===== src/design/refcpu_params.svh =====
`ifndef REFCPU_PARAMS_SVH
`define REFCPU_PARAMS_SVH

// data and address width
`define XLEN 32

`define NREGS 32

`define RESET_PC 32'h0000_0000

// fixed cop0-style vector, no status or cause registers behind it
`define EXC_VECTOR 32'h0000_0180

// cycles without ack before the fetch is abandoned
`define FETCH_TIMEOUT 16

`endif


===== src/design/fetch_wb.sv =====
`include "refcpu_params.svh"

module fetch_wb (
    input  logic             clk,
    input  logic             reset,
    input  logic             fetch_req,
    input  logic [`XLEN-1:0] fetch_pc,
    output logic             fetch_done,
    output logic             fetch_err,
    output logic [31:0]      fetch_instr,
    output logic             cyc,
    output logic             stb,
    output logic [`XLEN-1:0] adr,
    input  logic [31:0]      dat_i,
    input  logic             ack
);
    localparam int TMO_W = $clog2(`FETCH_TIMEOUT + 1);

    logic [TMO_W-1:0] wait_cnt;
    logic             start;
    logic             timeout;

    // a request still high during the done cycle is the one just served
    assign start = !cyc && fetch_req && !fetch_done;
    assign timeout = cyc && !ack && (wait_cnt == TMO_W'(`FETCH_TIMEOUT - 1));

    always_ff @(posedge clk) begin
        if (reset) begin
            cyc <= 1'b0;
            stb <= 1'b0;
            fetch_done <= 1'b0;
            fetch_err <= 1'b0;
            wait_cnt <= '0;
        end else begin
            fetch_done <= 1'b0;
            if (start) begin
                cyc <= 1'b1;
                stb <= 1'b1;
                wait_cnt <= '0;
            end else if (cyc && (ack || timeout)) begin
                cyc <= 1'b0;
                stb <= 1'b0;
                fetch_done <= 1'b1;
                fetch_err <= timeout;
            end else if (cyc) begin
                wait_cnt <= wait_cnt + 1'b1;
            end
        end
    end

    always_ff @(posedge clk) begin
        if (start) begin
            adr <= fetch_pc;
        end
        if (cyc && ack) begin
            fetch_instr <= dat_i;
        end else if (timeout) begin
            fetch_instr <= '0;
        end
    end
endmodule


===== config.mk =====
export PLATFORM = sky130hd
export DESIGN_NAME = fetch_wb
export DESIGN_NICKNAME = d
export VERILOG_FILES = /design/src/design/fetch_wb.sv
export VERILOG_INCLUDE_DIRS = /design/src /design/src/design
export SDC_FILE = /design/constraint.sdc
export NUM_CORES = 1
export LEC_CHECK = 0
export BUFFER_PORTS_ARGS = -buffer_cell sky130_fd_sc_hd__buf_2
export CORE_AREA = 2 2 83 85
export DETAILED_ROUTE_END_ITERATION = 10
export DIE_AREA = 0 0 85 87
export PLACE_DENSITY = 0.77
export SYNTH_ARGS = -nofsm -noshare
export SYNTH_HDL_FRONTEND = slang
export SYNTH_SLANG_ARGS = --single-unit

===== constraint.sdc =====
create_clock -name clk -period 8.2 [get_ports clk]
set_input_delay 0.41 -clock clk [delete_from_list [all_inputs] [get_ports clk]]
set_output_delay 0.41 -clock clk [all_outputs]
set_load 0.005 [all_outputs]

# Word-level counts from Yosys, hierarchy flattened
# Index checks and enable logic that the tools add are counted.
# word_totals
inputBits,68
out_inout_bits,68
regBits,72
word_cells,30
# op_classes
addsub,1
n_eq_ne,1
bitwise_logic,2
n_reduce_logical,15
n_mux,5
# op_table
op,count
$mux 32,2
$logic_and 1x1->1,6
$add 5x1->5 const B,1
$eq 5x4->1 const B,1
$reduce_and 2->1,2
$reduce_bool 2->1,2
$logic_not 1->1,3
$mux 1,3
$not 1->1,2
$reduce_or 2->1,1
$logic_or 1x1->1,1

# Depth between registers and ports, before layout
# Gate-level depths: netlist (run 1).
# logic_depth
word_depth,7
depth_mapped,6
mapped_depth_nobuf,6

# Least setup slack after synthesis (run 1)
# Ideal clock, no wire load.
# synth_path
path_kind,input-to-reg
start,in fetch_req
end,reg wait_cnt[4]
setup_ps,135
required_time_ps,8065
t_arrival_ps,3419
n_path_buf,0
setup_slack_ps,4646
stages,3
cell_sequence,nor3b_1 or2_2 a211oi_1
# synth_between
elab_chain_len,3
# synth_lines
item,line_no,rtl
start: declaration,fetch_wb.sv:6,"input logic fetch_req,"
$logic_and 1x1->1 (2 in a row),fetch_wb.sv:24,assign start = !cyc && fetch_req && !fetch_done;
$reduce_or 2->1 (no line),--,
end signal: assignment,fetch_wb.sv:46,wait_cnt <= wait_cnt + 1'b1;
end: declaration,fetch_wb.sv:19,logic [TMO_W-1:0] wait_cnt;
# No other way between the ends.
# A chain may end at the register's enable or synchronous reset.

==> results_tabular.tex, run 1 <==
\begin{tabular}{lr}
\hline
Metric & Value \\
\hline
\multicolumn{2}{l}{\textbf{Timing}} \\
Final period utilization & 0.2468 \\
Pins over their slew limit & 0 \\
Relative max-transition margin & 0.3237 \\
Highest clock rate & 0.4942 GHz \\
Final Setup Violations & 0 \\
Final TNS setup & 0 ns \\
RSZ-0062 raised after global routing & false \\
Final min period & 2.023 ns \\
Final hold viol count & 0 \\
Skew final & 0.01131 ns \\
Worst-margin pin slew & 1.013 ns \\
\multicolumn{2}{l}{\textbf{Synthesis}} \\
Simple-gate share of the synthesized area & 0.1186 \\
Number of different library cells in the post-synthesis netlist & 24 \\
Gate Count Post-Synth & 140 \\
Synthesized area per cell & 18.01 um\^{}2 \\
Adder and majority cell fraction of the synthesized area & 0.009926 \\
Cell type contributing the most total cell area after synthesis & sky130\_fd\_sc\_hd\_\_edfxtp\_1 \\
Total number of yosys warnings & 0 \\
Top area cells in the synthesized netlist & sky130\_fd\_sc\_hd\_\_edfxtp\_1, sky130\_fd\_sc\_hd\_\_and3\_1, sky130\_fd\_sc\_hd\_\_dfxtp\_1 \\
Number of flip-flops and latches in the synthesized netlist & 72 \\
Largest family of logic cells by synthesized area & simple AND/OR/NAND/NOR gates \\
Post-synth top area share & 0.7623 \\
Synthesized area & 2521 um\^{}2 \\
Portion of netlist area occupied by mux cells & 0.003970 \\
Share of synthesized area occupied by flip-flops and latches & 0.8258 \\
Post-synthesis xor/xnor area fraction & 0.006948 \\
Compound-cell area share of the yosys netlist & 0.01489 \\
Synthesized Nets & 210 \\
\multicolumn{2}{l}{\textbf{Clock tree}} \\
Deepest level of the CTS H-tree & 3 \\
Buffer depth of the longest clock path & 2 \\
Register clock-pin slew on the reported worst setup and hold paths & 0.08 ns \\
Clock tree root buffer cell & sky130\_fd\_sc\_hd\_\_clkbuf\_8 \\
TritonCTS clock tree & done \\
Number of sinks handled by clock tree synthesis & 72 \\
Clock buffers created by TritonCTS & 9 \\
Number of gates resized after CTS & 0 \\
Clk Latency, worst-skew pair & 0.34 ns \\
Count of buffers added by post-CTS timing repair for setup & 0 \\
Cts hold-fix bufs & 0 \\
\multicolumn{2}{l}{\textbf{Worst setup path}} \\
Category of the worst setup path launch point & flip-flop \\
Arr. time, crit path & 2.28 ns \\
Crit path required time & 8.46 ns \\
Maximum fanout count along the critical path & 41 \\
Critical setup path kind & reg -> reg \\
Worst Reg2Reg Path Length in Cells & 3 \\
CP endpoint kind & flip-flop \\
Startpoint of the most critical register-to-register path & stb \\
FF-to-FF setup slack & 6.18 ns \\
Capture point of the worst reg-to-reg path & wait\_cnt[3] \\
\multicolumn{2}{l}{\textbf{Detailed routing}} \\
DRC violations left & 0 \\
Routed length per placed instance & 14.92 um \\
Aggregate routed wire length & 5417 um \\
Post-detailed-route via-to-cell ratio & 4.543 \\
Antenna violation net count after detailed routing & 0 \\
Overall via count from detail\_route & 1649 \\
Violation count after the first detailed-route iteration & 88 \\
Router iterations before antenna repair & 4 \\
\multicolumn{2}{l}{\textbf{Run}} \\
MaxCap Viol Count & 0 \\
\multicolumn{2}{l}{\textbf{GRT}} \\
Maximum number of pins on one net before global-route repair & 42 \\
Wire length of the first global-routing pass & 7997 um \\
Total congestion overflow & 0 \\
GR Util All Layers & 0.1439 \\
Via count of the first global-routing pass & 1695 \\
Initial antenna violation count & 0 \\
\multicolumn{2}{l}{\textbf{Die}} \\
Effective utilization at floorplan & 0.3838 \\
Width of the chip & 85 um \\
Area of the core & 6569 um\^{}2 \\
Full die area & 7395 um\^{}2 \\
Site row count & 30 \\
Die Span Y & 87 um \\
\# IOs & 136 \\
\multicolumn{2}{l}{\textbf{Min path}} \\
Cell depth of the worst min-delay path & 1 \\
Min-Delay Startpoint & fetch\_pc[8] \\
Worst hold path endpoint & adr[8] \\
Path type of the worst min-delay path & in -> reg \\
\multicolumn{2}{l}{\textbf{Final layout}} \\
Nets & 349 \\
Fraction of final layout cells with drive strength greater than 1 & 0.5618 \\
Area occupied by registers & 2082 um\^{}2 \\
Area of combinational cells with multiple inputs & 394.1 um\^{}2 \\
Finished Core Util & 0.5295 \\
Fillcell total & 575 \\
ANT cells & 0 \\
Area growth from synthesis to layout & 37.97\% \\
\multicolumn{2}{l}{\textbf{Pwr}} \\
Gate power share & 0.065 \\
Sw Pwr & 0.1578 mW \\
P\_int & 0.6105 mW \\
Worst ir drop on vdd & 0.0001220 V \\
Leakage & 1.621 nW \\
Total power per unit cell area & 220.9 nW/um\^{}2 \\
Fraction of power spent switching nets & 0.2054 \\
Seq pwr share & 0.551 \\
Clock network fraction of total power & 0.385 \\
\multicolumn{2}{l}{\textbf{Placed design}} \\
Placed wire-length estimate & 3871 um \\
Number of buffer cells added on primary ports & 135 \\
Gpl congestion & 0.7327 \\
\multicolumn{2}{l}{\textbf{Outcome}} \\
Run status & complete, no violations \\
\hline
\end{tabular}
-- worst max-delay path by stage --
| stage | cells past startpoint | to | from |
|---|---|---|---|
| detailed placement | 3 | wait_cnt[3] | stb |
| global placement | 3 | wait_cnt[3] | stb |
| CTS | 1 | stb | stb |
| floorplan | 3 | wait_cnt[4] | fetch_req |
| finish | 3 | wait_cnt[3] | stb |
| global route | 1 | cyc | stb |
-- power by group through the flow --
stage | combinational [mW] | clock, mW | sequential, mW
2_1_floorplan | 0.0175 | 0 | 0.432
3_3_place_gp | 0.0489 | 0 | 0.431
3_5_place_dp | 0.0503 | 0 | 0.432
4_1_cts | 0.0504 | 0.303 | 0.423
5_1_grt | 0.0551 | 0.317 | 0.425
6_report | 0.0497 | 0.295 | 0.423
-- critical path, cell delays in order, from the launching register on --
cell and delay (ns):
sky130_fd_sc_hd__dfxtp_1 0.99, sky130_fd_sc_hd__or3b_1 0.44, sky130_fd_sc_hd__or3_1 0.35, sky130_fd_sc_hd__a21oi_1 0.16
-- layout by cell type, fill, tap and decap left out, types with 3 or more instances in the layout --
master                     Yosys  routed
sky130_fd_sc_hd__and3_1       30      30
sky130_fd_sc_hd__dfxtp_1       8       8
sky130_fd_sc_hd__and3_2        3       3
sky130_fd_sc_hd__buf_2         0     135
sky130_fd_sc_hd__edfxtp_1     64      64
sky130_fd_sc_hd__clkinv_2      0       3
sky130_fd_sc_hd__nor2_1        6       6
sky130_fd_sc_hd__clkbuf_8      0       9
-- Yosys cell counts, drive strengths merged --
| master | count |
|---|---|
| edfxtp | 64 |
| and3 | 33 |
| dfxtp | 8 |
| clkbuf | 7 |
| nor2 | 6 |
| nor3b | 3 |
| a211oi | 2 |
| a21oi | 2 |
| buf | 2 |
| ha | 2 |
| xnor2 | 2 |
| and4bb | 1 |
| inv | 1 |
| mux2i | 1 |
| nand3 | 1 |
| o21a | 1 |
| o21ai | 1 |
| or2 | 1 |
| or3 | 1 |
| or3b | 1 |
-- kinds of logic (layout without fill, tap and decap cells) --
logic type | count (synthesis) | count (layout)
DFF | 72 | 72
and+or+nand+nor | 47 | 47
buffers and inverters | 10 | 153
AOI/OAI and AO/OA | 6 | 6
adders and majority gates | 2 | 2
xor gates and xnor gates | 2 | 2
muxes | 1 | 1
-- routing by layer --
metal | GRT usage | wire (um)
met3 | 0.05687 | 305
met5 | 0 | 0
met2 | 0.2479 | 2981
met1 | 0.1588 | 2078
met4 | 0.06061 | 51
-- metrics by stage --
step	worst slack (ns)	area (um^2)	instances	hold WS [ns]	power, mW
finish	6.177	3478	363	0.2378	0.7683
global route	6.013	3478	363	0.2150	0.7972
CTS	6.149	3478	363	0.2196	0.7765
detailed placement	6.197	3271	348	0.4991	0.4819
global placement	6.268	3271	348	0.4843	0.4794
floorplan	4.646	2521	140	0.4526	0.4491
-- sequential cells by signal, summed over array words and instances (netlist names) --
signal,flops
fetch_instr,32
wait_cnt,5
fetch_done,1
adr,32
stb,1
fetch_err,1
-- area by class of cell --
type                       count  share of cell area
clock inverter                 6             0.02410
tap                           80             0.02878
multi-input combinational     58              0.1133
clock buffer                   9             0.03561
inverter                       1            0.001079
timing repair buffer         137              0.1986
sequential                    72              0.5986
Power figures use the tool's default switching activity.
==> run 2, diff against run 1 <==
--- a/config.mk
+++ b/config.mk
@@ -10,7 +10,7 @@
 export CORE_AREA = 2 2 83 85
 export DETAILED_ROUTE_END_ITERATION = 10
 export DIE_AREA = 0 0 85 87
-export PLACE_DENSITY = 0.77
+export PLACE_DENSITY = 0.8
 export SYNTH_ARGS = -nofsm -noshare
 export SYNTH_HDL_FRONTEND = slang
 export SYNTH_SLANG_ARGS = --single-unit
==> constraint.sdc (replaced) <==
create_clock -name clk -period 1.7 [get_ports clk]
set_input_delay 0.085 -clock clk [delete_from_list [all_inputs] [get_ports clk]]
set_output_delay 0.085 -clock clk [all_outputs]
set_load 0.005 [all_outputs]
==> run 2 against run 1 <==
Clock skew about the same. Cell area up 15%. The flow now finishes with violations (negative setup slack). Critical path depth up 3. Largest power group unchanged. Combinational power rose to 6.8 times the previous value. Sequential cell count unchanged. Worst hold slack worse by 0.18 ns. Die area unchanged. Non-clock buffer count up 41. Total power rose to 5.1 times the previous value. Critical endpoint unchanged. Sequential share of layout area down 7.5 points.
==> results_tabular.tex, run 2 (synthesis gave the netlist of run 1 again) <==
\begin{tabular}{lr}
\hline
Metric & Value \\
\hline
\multicolumn{2}{l}{\textbf{Detailed routing}} \\
Violation count after the first detailed-route iteration & 83 (was 88) \\
Overall via count from detail\_route & 1849 (was 1649) \\
Routed length per placed instance & 14.84 um (was 14.92 um) \\
Antenna violation net count after detailed routing & 0 (unchanged) \\
Aggregate routed wire length & 6027 um (was 5417 um) \\
Post-detailed-route via-to-cell ratio & 4.554 (was 4.543) \\
DRC violations left & 0 (unchanged) \\
Router iterations before antenna repair & 4 (unchanged) \\
\multicolumn{2}{l}{\textbf{Worst setup path}} \\
Category of the worst setup path launch point & flip-flop (unchanged) \\
Critical path's slowest cell & sky130\_fd\_sc\_hd\_\_or3b\_1 (was sky130\_fd\_sc\_hd\_\_dfxtp\_1) \\
Category of cells accounting for the largest share of critical-path delay & simple AND/OR/NAND/NOR gates (was flip-flops) \\
CP endpoint kind & flip-flop (unchanged) \\
Cell breakdown of the critical path & ha\_4 -> and3\_4 -> ha\_4 -> or3b\_1 -> or3\_4 -> a21oi\_2 (was or3b\_1 -> or3\_1 -> a21oi\_1) \\
Dominant cell type by count on the critical path & sky130\_fd\_sc\_hd\_\_ha\_4 \\
Critical setup path kind & reg -> reg (unchanged) \\
Maximum fanout count along the critical path & 3 (was 41) \\
Arr. time, crit path & 1.98 ns (was 2.28 ns) \\
Max stage delay on crit path & 0.38 ns (was 0.99 ns) \\
Buffers and inverters on the worst path & 0 (unchanged) \\
Crit path required time & 1.98 ns (was 8.46 ns) \\
\multicolumn{2}{l}{\textbf{Die}} \\
Area of the core & 6569 um\^{}2 (unchanged) \\
Full die area & 7395 um\^{}2 (unchanged) \\
Die Span Y & 87 um (unchanged) \\
\# IOs & 136 (unchanged) \\
Effective utilization at floorplan & 0.3838 (unchanged) \\
Site row count & 30 (unchanged) \\
Width of the chip & 85 um (unchanged) \\
\multicolumn{2}{l}{\textbf{Timing}} \\
Relative max-transition margin & 0.7811 (was 0.3237) \\
Fin Hold WS & 0.06210 ns (was 0.2378 ns) \\
Skew final & 0.01089 ns (was 0.01131 ns) \\
Highest clock rate & 0.5869 GHz (was 0.4942 GHz) \\
Worst path setup slack after routing & -0.003815 ns (was 6.177 ns) \\
Pins over their slew limit & 0 (unchanged) \\
Final hold viol count & 0 (unchanged) \\
Worst-margin pin slew & 0.3270 ns (was 1.013 ns) \\
Final min period & 1.704 ns (was 2.023 ns) \\
RSZ-0062 raised after global routing & true (was false) \\
Final Setup Violations & 1 (was 0) \\
Final period utilization & 1.002 (was 0.2468) \\
\multicolumn{2}{l}{\textbf{Placed design}} \\
Post-placement cell area & 3364 um\^{}2 (was 3271 um\^{}2) \\
Number of buffer cells added on primary ports & 135 (unchanged) \\
Gpl congestion & 0.7430 (was 0.7327) \\
Placed wire-length estimate & 3893 um (was 3871 um) \\
Worst-case setup slack after placement & -0.05823 ns (was 6.197 ns) \\
Placed cells & 355 (was 348) \\
\multicolumn{2}{l}{\textbf{GRT}} \\
GR Util All Layers & 0.1613 (was 0.1439) \\
Total congestion overflow & 0 (unchanged) \\
Maximum number of pins on one net before global-route repair & 33 (was 42) \\
Via count of the first global-routing pass & 1851 (was 1695) \\
Initial antenna violation count & 0 (unchanged) \\
Wire length of the first global-routing pass & 8845 um (was 7997 um) \\
\multicolumn{2}{l}{\textbf{Clock tree}} \\
Clock buffers created by TritonCTS & 9 (unchanged) \\
Number of sinks handled by clock tree synthesis & 72 (unchanged) \\
Deepest level of the CTS H-tree & 3 (unchanged) \\
Register clock-pin slew on the reported worst setup and hold paths & 0.07 ns (was 0.08 ns) \\
TritonCTS clock tree & done (unchanged) \\
Buffer depth of the longest clock path & 2 (unchanged) \\
Clk Latency, worst-skew pair & 0.34 ns (about the same) \\
Clock tree root buffer cell & sky130\_fd\_sc\_hd\_\_clkbuf\_8 (unchanged) \\
\multicolumn{2}{l}{\textbf{Final layout}} \\
Area growth from synthesis to layout & 58.21\% (was 37.97\%) \\
Fraction of final layout cells with drive strength greater than 1 & 0.5460 (was 0.5618) \\
Nets & 391 (was 349) \\
Finished Core Util & 0.6072 (was 0.5295) \\
Post-route non-filler standard cell count & 406 (was 363) \\
ANT cells & 0 (unchanged) \\
Most common library cell in the layout ignoring fill and taps & sky130\_fd\_sc\_hd\_\_buf\_2 (unchanged) \\
Post-route design area & 3989 um\^{}2 (was 3478 um\^{}2) \\
Leading registers by flop count & adr: 32 flops, fetch\_instr: 32 flops, wait\_cnt: 5 flops (unchanged) \\
Most frequent cells in the layout & sky130\_fd\_sc\_hd\_\_buf\_2, sky130\_fd\_sc\_hd\_\_edfxtp\_1, sky130\_fd\_sc\_hd\_\_dlygate4sd3\_1, sky130\_fd\_sc\_hd\_\_and3\_1 (was sky130\_fd\_sc\_hd\_\_buf\_2, sky130\_fd\_sc\_hd\_\_edfxtp\_1, sky130\_fd\_sc\_hd\_\_and3\_1, sky130\_fd\_sc\_hd\_\_clkbuf\_8, sky130\_fd\_sc\_hd\_\_dfxtp\_1) \\
\multicolumn{2}{l}{\textbf{Pwr}} \\
Total power per unit cell area & 991.6 nW/um\^{}2 (was 220.9 nW/um\^{}2) \\
Leakage & 1.822 nW (was 1.621 nW) \\
Worst ir drop on vdd & 0.0006066 V (was 0.0001220 V) \\
\multicolumn{2}{l}{\textbf{Outcome}} \\
Run status & finished, violations left (was complete, no violations) \\
Failing checks & negative setup slack \\
\multicolumn{2}{l}{\textbf{Min path}} \\
Path type of the worst min-delay path & in -> reg (unchanged) \\
\multicolumn{2}{l}{\textbf{Run}} \\
MaxCap Viol Count & 0 (unchanged) \\
\hline
\end{tabular}
## run 2: changes by cell type in the layout (fill, tap and decap cells not counted), moves of 2 or more
cell / change
sky130_fd_sc_hd__buf_4: +7
sky130_fd_sc_hd__clkinv_2: -2
sky130_fd_sc_hd__dfxtp_1: -4
sky130_fd_sc_hd__dfxtp_2: +4
sky130_fd_sc_hd__dlygate4sd3_1: +33
sky130_fd_sc_hd__ha_1: -2
sky130_fd_sc_hd__ha_4: +2
sky130_fd_sc_hd__o21a_4: +2
## run 2: where the power goes
group	internal, mW	switching [mW]	total, mW
Sequential	2.01	0.0234	2.03
Combinational	0.190	0.149	0.339
Clock	0.970	0.614	1.58
## run 2: worst reg2reg max path: cells and delay by family (launching register included)
kind                     cells  cell delay [ns]
adder cells (fa/ha/maj)      2             0.31
AO/OA/AOI/OAI                1             0.11
flip-flops                   1             0.34
AND/OR/NAND/NOR              3             0.89
## run 2: timing repair
| action | in CTS | in global routing |
|---|---|---|
| pin swaps | 4 | 3 |
| setup endpoints to repair | 36 | 4 |
| resized for setup | 6 | 2 |
| hold buffers | 33 | 0 |
| gates cloned | 1 | 0 |
| setup buffers | 1 | 0 |
| hold endpoints to repair | 35 | 0 |
## run 2: worst paths after layout
path,start,end,slack [ns],cells after the start
hold reg to reg,wait_cnt[4],wait_cnt[4],0.53,2
hold / removal,dat_i[5],fetch_instr[5],0.06,2
setup reg to reg,wait_cnt[0],wait_cnt[3],-0.004,6
setup / recovery,wait_cnt[0],wait_cnt[3],-0.004,6
## run 2: layout make-up
type                            count  area [um^2]
Clock buffer                       10        127.6
Clock inverter                      6        107.6
Fill cell                         519         2580
Inverter                            1        3.754
Multi-Input combinational cell     59        469.2
Sequential cell                    72         2087
Tap cell                           80        100.1
Timing Repair Buffer              178         1094
## run 2: layer usage
| metal | wire [um] | up-vias | track usage |
|---|---|---|---|
| met5 | 0 | - | 0 |
| met4 | 166 | 0 | 0.09380 |
| met3 | 353 | 14 | 0.04360 |
| met2 | 3237 | 67 | 0.2741 |
| met1 | 2269 | 873 | 0.1834 |
| li1 | - | 895 | - |
## run 2: per-stage QoR
step	TNS, ns	total power, mW
finish	-0.003815	3.955
global route	-0.1077	4.101
CTS	-0.02608	3.990
detailed placement	-1.874	2.345
global placement	0	2.332
floorplan	-0.2044	2.170
